File: config.mk
export PLATFORM = sky130hd
export DESIGN_NAME = returnPredictor
export DESIGN_NICKNAME = d
export VERILOG_FILES = /design/src/hw/predConfigPkg.sv /design/src/hw/predTypesPkg.sv /design/src/hw/returnPredictor.sv /design/src/hw/retAddrStack.sv /design/src/hw/retSiteTable.sv
export SDC_FILE = /design/constraint.sdc
export NUM_CORES = 1
export LEC_CHECK = 0
export BUFFER_PORTS_ARGS = -buffer_cell sky130_fd_sc_hd__buf_2
export CORE_UTILIZATION = 25
export DETAILED_ROUTE_END_ITERATION = 8
export GPL_ROUTABILITY_DRIVEN = 0
export PLACE_DENSITY_LB_ADDON = 0.12
export SLEW_MARGIN = 20
export SYNTH_ARGS = -nofsm -noshare
export SYNTH_HDL_FRONTEND = slang
export SYNTH_SLANG_ARGS = --single-unit
File: constraint.sdc
create_clock -name clk -period 20.3 [get_ports clk]
set_input_delay 4.06 -clock clk [delete_from_list [all_inputs] [get_ports clk]]
set_output_delay 4.06 -clock clk [all_outputs]
set_load 0.1 [all_outputs]
File: src/hw/predConfigPkg.sv
`default_nettype none

// sizing of the return-address prediction block
package predConfigPkg;

    // return-address stack depth, a power of two so the index wraps naturally
    localparam int RET_STACK_SIZE = 4;

    // return-site table geometry
    localparam int RET_TABLE_SETS = 4;
    localparam int RET_TABLE_WAYS = 2;
    localparam int RET_TAG_LEN    = 8;

    // a fetch block holds eight halfwords
    localparam int FETCH_OFF_LEN  = 3;

    // derived widths of the table set index and the way number
    localparam int RET_SET_LEN    = $clog2(RET_TABLE_SETS);
    localparam int RET_WAY_LEN    = $clog2(RET_TABLE_WAYS);

endpackage

`default_nettype wire
File: src/hw/predTypesPkg.sv
`default_nettype none

package predTypesPkg;

    import predConfigPkg::*;

    // instruction addresses are kept in halfword units, bit 0 of the byte address dropped
    typedef logic [30:0] PcHw_t;

    // halfword position inside one fetch block
    typedef logic [FETCH_OFF_LEN-1:0] FetchOff_t;

    // stack pointer, wraps modulo the stack size
    typedef logic [$clog2(RET_STACK_SIZE)-1:0] RetStackIdx_t;

    // kind of correction sent back from decode
    typedef enum logic [1:0] {
        UPD_NONE  = 2'd0,
        UPD_CALL  = 2'd1,
        UPD_RET   = 2'd2,
        UPD_CLEAN = 2'd3
    } RetUpdKind_t;

endpackage

`default_nettype wire

File: src/hw/returnPredictor.sv
`timescale 1ns/1ps
`default_nettype none

module returnPredictor
    import predTypesPkg::*;
(
    input  wire               clk,
    input  wire               rst,

    // first branch the BTB found in the fetch block
    input  wire               fetchValid,
    input  wire PcHw_t        fetchPc,
    input  wire               brValid,
    input  wire FetchOff_t    brOffs,
    input  wire               brIsCall,

    // corrections from decode
    input  wire RetUpdKind_t  updKind,
    input  wire PcHw_t        updAddr,
    input  wire RetStackIdx_t updIdx,
    input  wire               updCompr,

    // mispredict recovery
    input  wire               setIdx,
    input  wire RetStackIdx_t restoreIdx,

    output logic              predValid,
    output FetchOff_t         predOffs,
    output logic              predCompr,
    output PcHw_t             predDst,
    output PcHw_t             lateRetAddr,
    output RetStackIdx_t      curIdx
);

    logic      hit;
    FetchOff_t hitOffs;
    logic      hitCompr;
    logic      popTaken;
    PcHw_t     topAddr;

    retSiteTable retSiteTable_i (
        .clk        (clk),
        .rst        (rst),
        .fetchValid (fetchValid),
        .fetchPc    (fetchPc),
        .updKind    (updKind),
        .updAddr    (updAddr),
        .updCompr   (updCompr),
        .popTaken   (popTaken),
        .hit        (hit),
        .hitOffs    (hitOffs),
        .hitCompr   (hitCompr)
    );

    retAddrStack retAddrStack_i (
        .clk        (clk),
        .rst        (rst),
        .brValid    (brValid),
        .brOffs     (brOffs),
        .brIsCall   (brIsCall),
        .fetchPc    (fetchPc),
        .hit        (hit),
        .hitOffs    (hitOffs),
        .updKind    (updKind),
        .updAddr    (updAddr),
        .updIdx     (updIdx),
        .setIdx     (setIdx),
        .restoreIdx (restoreIdx),
        .popTaken   (popTaken),
        .curIdx     (curIdx),
        .topAddr    (topAddr)
    );

    // the predicted return target is simply the current stack top
    assign predValid   = hit;
    assign predOffs    = hitOffs;
    assign predCompr   = hitCompr;
    assign predDst     = topAddr;
    assign lateRetAddr = topAddr;

endmodule

`default_nettype wire

File: src/hw/retAddrStack.sv
`timescale 1ns/1ps
`default_nettype none

module retAddrStack
    import predConfigPkg::*;
    import predTypesPkg::*;
(
    input  wire               clk,
    input  wire               rst,

    input  wire               brValid,
    input  wire FetchOff_t    brOffs,
    input  wire               brIsCall,
    input  wire PcHw_t        fetchPc,

    input  wire               hit,
    input  wire FetchOff_t    hitOffs,

    input  wire RetUpdKind_t  updKind,
    input  wire PcHw_t        updAddr,
    input  wire RetStackIdx_t updIdx,

    input  wire               setIdx,
    input  wire RetStackIdx_t restoreIdx,

    output logic              popTaken,
    output RetStackIdx_t      curIdx,
    output PcHw_t             topAddr
);

    PcHw_t        stackMem [RET_STACK_SIZE];
    RetStackIdx_t stackIdx;

    RetStackIdx_t curNext;
    RetStackIdx_t curPrev;
    RetStackIdx_t updNext;
    RetStackIdx_t updPrev;

    logic         updPresent;
    logic         fetchPush;
    PcHw_t        fetchPushAddr;

    // the index is a power-of-two width, so these wrap around the circular stack
    assign curNext = stackIdx + 1'b1;
    assign curPrev = stackIdx - 1'b1;
    assign updNext = updIdx + 1'b1;
    assign updPrev = updIdx - 1'b1;

    // decode corrections override anything fetch wants to do this cycle
    assign updPresent = (updKind != UPD_NONE);

    // a return is taken unless an earlier branch in the block leaves first
    assign popTaken  = !updPresent && hit && (!brValid || brOffs >= hitOffs);
    assign fetchPush = !updPresent && !popTaken && brValid && brIsCall;

    // return lands on the halfword after the call
    assign fetchPushAddr = {fetchPc[$bits(PcHw_t)-1:FETCH_OFF_LEN], brOffs} + 1'b1;

    assign curIdx  = stackIdx;
    assign topAddr = stackMem[stackIdx];

    always_ff @(posedge clk) begin
        if (rst) begin
            stackIdx <= '0;
            for (int i = 0; i < RET_STACK_SIZE; i++) begin
                stackMem[i] <= '0;
            end
        end else begin
            if (updKind == UPD_CALL) begin
                stackMem[updNext] <= updAddr + 1'b1;
                stackIdx          <= updNext;
            end else if (updKind == UPD_RET) begin
                stackIdx <= updPrev;
            end else if (popTaken) begin
                stackIdx <= curPrev;
            end else if (fetchPush) begin
                stackMem[curNext] <= fetchPushAddr;
                stackIdx          <= curNext;
            end else if (setIdx) begin
                // a clean request leaves the index alone, so a restore still goes through
                stackIdx <= restoreIdx;
            end
        end
    end

    updKindKnown: assert property (@(posedge clk) disable iff (rst) !$isunknown(updKind));

endmodule

`default_nettype wire

File: src/hw/retSiteTable.sv
`timescale 1ns/1ps
`default_nettype none

module retSiteTable
    import predConfigPkg::*;
    import predTypesPkg::*;
(
    input  wire              clk,
    input  wire              rst,

    input  wire              fetchValid,
    input  wire PcHw_t       fetchPc,

    input  wire RetUpdKind_t updKind,
    input  wire PcHw_t       updAddr,
    input  wire              updCompr,

    input  wire              popTaken,
    output logic             hit,
    output FetchOff_t        hitOffs,
    output logic             hitCompr
);

    // per way state, control bits first, then the payload
    logic                   tblValid [RET_TABLE_SETS][RET_TABLE_WAYS];
    logic                   tblUsed  [RET_TABLE_SETS][RET_TABLE_WAYS];
    logic                   tblCompr [RET_TABLE_SETS][RET_TABLE_WAYS];
    logic [RET_TAG_LEN-1:0] tblTag   [RET_TABLE_SETS][RET_TABLE_WAYS];
    FetchOff_t              tblOffs  [RET_TABLE_SETS][RET_TABLE_WAYS];

    logic [RET_SET_LEN-1:0] lookupSet;
    logic [RET_TAG_LEN-1:0] lookupTag;
    FetchOff_t              lookupOffs;
    logic [RET_WAY_LEN-1:0] hitWay;

    logic [RET_SET_LEN-1:0] updSet;
    logic [RET_TAG_LEN-1:0] updTag;
    FetchOff_t              updOffs;
    logic [RET_WAY_LEN-1:0] insWay;
    logic                   insOk;
    logic                   dupFound;
    logic                   doInsert;
    logic                   dupAny;

    assign lookupOffs = fetchPc[FETCH_OFF_LEN-1:0];
    assign lookupSet  = fetchPc[FETCH_OFF_LEN +: RET_SET_LEN];
    assign lookupTag  = fetchPc[FETCH_OFF_LEN + RET_SET_LEN +: RET_TAG_LEN];

    assign updOffs = updAddr[FETCH_OFF_LEN-1:0];
    assign updSet  = updAddr[FETCH_OFF_LEN +: RET_SET_LEN];
    assign updTag  = updAddr[FETCH_OFF_LEN + RET_SET_LEN +: RET_TAG_LEN];

    // nearest return site at or after the fetch offset wins
    always_comb begin
        hit      = 1'b0;
        hitOffs  = '0;
        hitCompr = 1'b0;
        hitWay   = '0;
        if (fetchValid) begin
            for (int w = 0; w < RET_TABLE_WAYS; w++) begin
                if (tblValid[lookupSet][w] && tblTag[lookupSet][w] == lookupTag &&
                    tblOffs[lookupSet][w] >= lookupOffs &&
                    (!hit || tblOffs[lookupSet][w] < hitOffs)) begin
                    hit      = 1'b1;
                    hitOffs  = tblOffs[lookupSet][w];
                    hitCompr = tblCompr[lookupSet][w];
                    hitWay   = w[RET_WAY_LEN-1:0];
                end
            end
        end
    end

    // insert victim is the first way that is free or was never used by a fetch pop
    always_comb begin
        dupFound = 1'b0;
        insOk    = 1'b0;
        insWay   = '0;
        for (int w = 0; w < RET_TABLE_WAYS; w++) begin
            if (tblValid[updSet][w] && tblTag[updSet][w] == updTag &&
                tblOffs[updSet][w] == updOffs) begin
                dupFound = 1'b1;
            end
            if (!insOk && (!tblValid[updSet][w] || !tblUsed[updSet][w])) begin
                insOk  = 1'b1;
                insWay = w[RET_WAY_LEN-1:0];
            end
        end
    end

    assign doInsert = (updKind == UPD_RET) && insOk && !dupFound;

    always_ff @(posedge clk) begin
        if (rst) begin
            for (int s = 0; s < RET_TABLE_SETS; s++) begin
                for (int w = 0; w < RET_TABLE_WAYS; w++) begin
                    tblValid[s][w] <= 1'b0;
                    tblUsed[s][w]  <= 1'b0;
                end
            end
        end else begin
            if (doInsert) begin
                tblValid[updSet][insWay] <= 1'b1;
                tblUsed[updSet][insWay]  <= 1'b0;
            end else if (updKind == UPD_CLEAN) begin
                for (int w = 0; w < RET_TABLE_WAYS; w++) begin
                    tblValid[updSet][w] <= 1'b0;
                end
            end
            // the stack only pops while decode is idle, so this never collides with an insert
            if (popTaken) begin
                tblUsed[lookupSet][hitWay] <= 1'b1;
            end
        end
    end

    always_ff @(posedge clk) begin
        if (doInsert) begin
            tblTag[updSet][insWay]   <= updTag;
            tblOffs[updSet][insWay]  <= updOffs;
            tblCompr[updSet][insWay] <= updCompr;
        end
    end

    always_comb begin
        dupAny = 1'b0;
        for (int s = 0; s < RET_TABLE_SETS; s++) begin
            for (int a = 0; a < RET_TABLE_WAYS; a++) begin
                for (int b = a + 1; b < RET_TABLE_WAYS; b++) begin
                    if (tblValid[s][a] && tblValid[s][b] && tblTag[s][a] == tblTag[s][b] &&
                        tblOffs[s][a] == tblOffs[s][b]) begin
                        dupAny = 1'b1;
                    end
                end
            end
        end
    end

    // the stack must never pop on a return the table did not predict
    popNeedsHit: assert property (@(posedge clk) disable iff (rst) popTaken |-> hit);

    noDoubleInsert: assert property (
        @(posedge clk) disable iff (rst) (updKind == UPD_RET) |=> !dupAny
    );

endmodule

`default_nettype wire

==> run metrics, run 1 <==
fillers=~5.5k; Avg WL per Cell=21.5 um; # setup viols final=0; global-route wire length before repair=60.1 mm; worst hold path type=reg2reg; vias in the first global route=9098; max_slew headroom=29.7%; WP buf/inv=5; DR pass1 iterations=5; CP Class=in2out; Synth area leader=edfxtp_1; R2R Setup Slk=approximately 13000 ps; setup TNS=0 ps; top post-synthesis cells by count=236 x edfxtp_1, 81 x a21oi_1, 62 x mux4_2, 61 x nor2_1, 57 x xnor2_1; RSZ-0062 raised after global routing=false; TritonCTS Buffers=29; hold_sp=retAddrStack_i.curIdx[0]; status=finished, final reports clean; CTS H-tree depth=1; worst hold slack=around 750 ps; Final Non-Filler Cells=around 1.9k; CTS clk-pin slew, worst paths=around 60 ps; final hold violations=0; Layout Nets=1254; MaxCap Viol Count=0; Leakage=~5.7 nW; YS warnings=0; CP Data Required Time=about 16000 ps; worst-path maximum fanout=47; crit start category=primary input; die area=55400 um2; Post-DP HPWL=between 20 and 30 mm; ys flop type=edfxtp_1; Reg area=about 7000 um2; CTS Hold Buffers Added=0; Post-synth EDFFs=approximately 240; largest net degree at the start of global routing=53; IO Count=~150; Netlist Area Pre-Place=~14000 um2; most common cell in the netlist=edfxtp_1; Initial Util=about a quarter; Multi-input gate area=between 5000 and 6000 um2; Arr. time, crit path=just over 8000 ps; FF-to-FF End=retAddrStack_i.stackMem[0][17]; initial antenna violation count=1; Post-CTS Repair Setup Buffers=0; gr usage total=between 10 and 15%; skew final=roughly 9.5 ps; Slew Viols, Final=0; dpl cells=roughly 1.8k; Root Buffer=clkbuf_16; Worst setup EP type=output port; crit-path cells=buf_2, buf_4, mux4_2, inv_1, ha_1, nand2b_1, a21oi_1, nor2b_1, o21ai_0, nor4_4, and2_1, inv_1, ha_1, o21ai_1, nand2b_1, a21oi_1, o21ai_2, mux2_2, and2_1, buf_2; slowest CP cell=buf_4; sequential area share after synthesis=between 50% and 60%; via count=approximately 9.0k; clock latency on the worst-skew pair=about 570 ps; grt total ovfl=0; worst reg2reg path depth=29; fraction of layout cells with a size suffix above 1=approximately 27%; synthesis-stage register bit count=240; Area contributors post-synth=edfxtp_1 52%, mux4_2 10%, xnor2_1 3.7%; crit-path max cell delay=between 500 and 600 ps; Via density=roughly 4.8; CP delay by family, top=buffers and inverters; Post-Syn Instances=1071; maximum vdd drop=between 0.00005 and 0.00006 V; reg2reg start=retSiteTable_i.tblOffs[2][3]; core area=53800 um2; IO buf count=around 150; fmax=about 0.081 GHz; Post-Route WL=40.5 mm; Layout area overhead=16.4%; Synth top area share=52.1%; Worst Slack Setup Final=about 8000 ps; DRC viols=0; Chip Width=235 um; Die Ht=around 240 um; Post-Place Setup Slack=between 7000 and 8000 ps; Post-synth ARST share=0%; clk sinks=240; Syn Area/Cell=~13 um2; Worst Hold Depth=3; Syn Nets=1162; Least-Margin Pin Slew=1050 ps; Yosys cell types=64; Final ANT Viol Nets=0; Power Dens Cells=87.2 nW/um2; initial drt markers=around 570; CTS tree=yes; period utilization=60.6%; num rows=85; CTS max path bufs=3; Period minus WS final=about 12000 ps; Resize count post-CTS=0
## tightest hold or removal path, stage by stage, from the launching register on
cell and delay [ps]:
dfxtp_1 380, inv_1 120, a21oi_1 50, o21ai_1 160
## final cells by class
class	count	area share [%]
multi-input cells	667	35.9
clock inverters	24	1.63
clock buffers	29	4.58
well taps	696	5.50
repair buffers	171	5.80
flip-flops and latches	240	45.2
diodes	2	0.0316
inverters	54	1.28
## state kept, by name, indices dropped and copies added, names as in the netlist, named ones only
register	cells
retSiteTable_i.tblUsed	8
retSiteTable_i.tblCompr	8
retAddrStack_i.stackMem	124
retSiteTable_i.tblOffs	24
retSiteTable_i.tblValid	8
retSiteTable_i.tblTag	64
retAddrStack_i.curIdx	2
## routing by layer
metal	GRT usage (%)	part of all wire, %
met5	0	0
met3	1.63	3.4
met2	25.1	50
met4	3.09	1.5
met1	19.2	45
## where the power goes
part / total (mW) / switching (mW) / internal, mW
clock: 0.536 / 0.212 / 0.324
sequential: 0.569 / 0.00547 / 0.563
combinational: 0.277 / 0.216 / 0.0614
## layout by cell type (no fill, tap or decap), types with 17 or more instances in the layout
master / count
edfxtp_1: 236
buf_2: 146
a21oi_1: 81
mux4_2: 62
nor2_1: 59
xnor2_1: 57
inv_1: 53
mux2i_1: 45
xor2_1: 41
nor3_1: 38
nand2_1: 34
nand3_1: 30
clkbuf_16: 29
buf_4: 25
o21ai_0: 18
a41oi_2: 17
## through the flow
| stage | util (%) | area [um2] | total power [mW] |
|---|---|---|---|
| finish | 29.4 | 15800 | 1.38 |
| global route | 29.4 | 15800 | 1.43 |
| CTS | 29.4 | 15800 | 1.40 |
| detailed placement | 27.6 | 14900 | 0.860 |
| global placement | 27.6 | 14900 | 0.860 |
| floorplan | - | 13600 | 0.805 |
## kinds of logic (layout without fill, tap and decap cells)
| logic type | after synthesis | count (layout) | share of synthesized area (%) |
|---|---|---|---|
| simple gates | 261 | 261 | 10.4 |
| flops | 240 | 240 | 52.7 |
| compound gates | 182 | 182 | 9.48 |
| buf+inv | 164 | 278 | 5.92 |
| mux | 113 | 113 | 14.1 |
| xor+xnor | 98 | 98 | 6.31 |
| fa+ha+maj | 13 | 13 | 1.20 |
| other cells | 0 | 2 | 0 |
## how the worst max path moves through the flow
| stage | start | end | slack (ps) | depth (start not counted) |
|---|---|---|---|---|
| floorplan | fetchPc[3] | predCompr | 7910 | 19 |
| CTS | fetchPc[3] | predOffs[2] | 7970 | 20 |
| global placement | fetchPc[3] | predOffs[2] | 8010 | 20 |
| finish | fetchPc[4] | predOffs[1] | 8000 | 20 |
| detailed placement | fetchPc[3] | predOffs[2] | 7970 | 20 |
| global route | fetchPc[4] | predOffs[1] | 7600 | 20 |
No activity file was read; power rests on OpenSTA's default activity.
==> run 2, diff against run 1 <==
==> constraint.sdc (replaced) <==
create_clock -name clk -period 10 [get_ports clk]
set_input_delay 2 -clock clk [delete_from_list [all_inputs] [get_ports clk]]
set_output_delay 2 -clock clk [all_outputs]
set_load 0.1 [all_outputs]
==> run metrics, run 2 (synthesis gave the netlist of run 1 again) <==
Die Ht=between 200 and 250 um; Worst Hold Depth=3; clock latency on the worst-skew pair=between 500 and 600 ps; Slew Viols, Final=0; DR pass1 iterations=4; Via density=approximately 4.8; IO Count=147; FF-to-FF End=retAddrStack_i.stackMem[0][2]; Worst setup EP type=output port; Least-Margin Pin Slew=between 1000 and 1500 ps; Met2 Wirelength=slightly above 20 mm; gr usage total=between 10 and 15%; die area=55400 um2; CP Data Required Time=8000 ps; max layer used=met4; skew final=around 31 ps; num rows=85; Final Non-Filler Cells=roughly 1.9k; CTS max path bufs=3; Resize count post-CTS=0; Largest register FFs=roughly 120; # setup viols final=0; RSZ-0062 raised after global routing=false; Power Dens Cells=~170 nW/um2; Arr. time, crit path=6140 ps; Layout area overhead=16.1%; worst-path maximum fanout=13; fmax=~0.12 GHz; CP Class=in2out; TritonCTS Buffers=30; grt total ovfl=0; Largest Register=retAddrStack_i.stackMem; slowest CP cell=mux4_2; maximum vdd drop=approximately 0.00013 V; fraction of layout cells with a size suffix above 1=between 20% and 30%; global-route wire length before repair=60.8 mm; Post-Route M1 WL=between 15 and 20 mm; Post-Route WL=just over 40 mm; max_slew headroom=between 20% and 30%; dpl cells=between 1.5k and 2k; CTS tree=yes; vias in the first global route=between 9k and 10k; initial antenna violation count=1; MaxCap Viol Count=0; crit start category=primary input; crit-path cells=buf_2, mux4_2, ha_1, a21oi_1, nor2b_1, o21ai_0, nor4_4, and2_1, inv_1, ha_1, o21ai_1, nand2b_1, a21oi_1, o21ai_2, mux2_2, and2_1, buf_2; reg2reg start=retSiteTable_i.tblOffs[0][3]; Met3 Routed Length=roughly 1.1 mm; initial drt markers=between 500 and 600; commonest non-fill, non-tap cell in the layout=edfxtp_1; worst reg2reg path depth=28; crit-path max cell delay=between 600 and 700 ps; status=finished, final reports clean; Largest regs=retAddrStack_i.stackMem x124, retSiteTable_i.tblTag x64, retSiteTable_i.tblOffs x24; Leakage=5.70 nW; Final ANT Viol Nets=0; Root Buffer=clkbuf_16; CTS H-tree depth=1; final hold violations=0; via count=9051; hold_sp=retAddrStack_i.curIdx[0]; most frequent cells in the layout=236 x edfxtp_1, 146 x buf_2, 81 x a21oi_1, 62 x mux4_2; Final Core Density=~29%; Chip Width=~240 um; period utilization=about four fifths; Avg WL per Cell=about 22 um; clk sinks=240; IO buf count=~150; Post-CTS Repair Setup Buffers=0; setup TNS=0 ps; worst hold path type=reg2reg; Layout Nets=about 1.3k; R2R Setup Slk=3990 ps; Period minus WS final=just over 8000 ps; CTS clk-pin slew, worst paths=around 60 ps; Initial Util=about 25%; core area=53800 um2; DRC viols=0; largest net degree at the start of global routing=53; Post-DP HPWL=27.9 mm; CTS Hold Buffers Added=0; Tot Pwr=2.75 mW
## run 2: cell type report
class	instances	area, um2
fill	5511	38000
sequential	240	7170
multi-input combinational	667	5700
timing repair buffer	170	943
tap	696	871
clock buffer	37	777
inverter	54	203
clock inverter	18	146
antenna	1	2.50
## run 2: critical path: cells and delay by family
kind                       cells  cell delay (ps)
buffers and inverters          3              890
and+or+nand+nor                5             1080
adders and majority gates      2              570
AOI/OAI and AO/OA              5              680
muxes                          2              930
## run 2: power by group
group | internal [mW] | switching, mW | leakage [nW] | total, mW
Sequential | 1.14 | 0.0116 | 2.37 | 1.15
Combinational | 0.126 | 0.438 | 2.89 | 0.564
Clock | 0.599 | 0.432 | 0.448 | 1.03
## run 2: layer usage
metal	global-route usage (%)	up-vias
met5	0	-
met4	3.82	0
met3	1.74	48
li1	-	4229
met2	25.2	177
met1	19.2	4597
## run 2: metrics by stage
stage          cell area (um2)  hold WS (ps)  setup WS, ps
6_report                 15800           750          1860
4_1_cts                  15800           765          1750
2_1_floorplan            13600          1100           464
3_3_place_gp             14900           750          1570
5_1_grt                  15800           833          1460
3_5_place_dp             14900           751          1680
## run 2: worst max-delay path by stage
stage | from | to | slack, ps
after floorplan | fetchPc[3] | retAddrStack_i.stackMem[1][0] | 460
after global placement | fetchPc[3] | retAddrStack_i.stackMem[1][24] | 1570
after detailed placement | fetchPc[3] | retAddrStack_i.stackMem[2][28] | 1680
after CTS | fetchPc[3] | predOffs[2] | 1750
after global routing | fetchPc[3] | predOffs[1] | 1460
final | fetchPc[3] | predOffs[2] | 1860
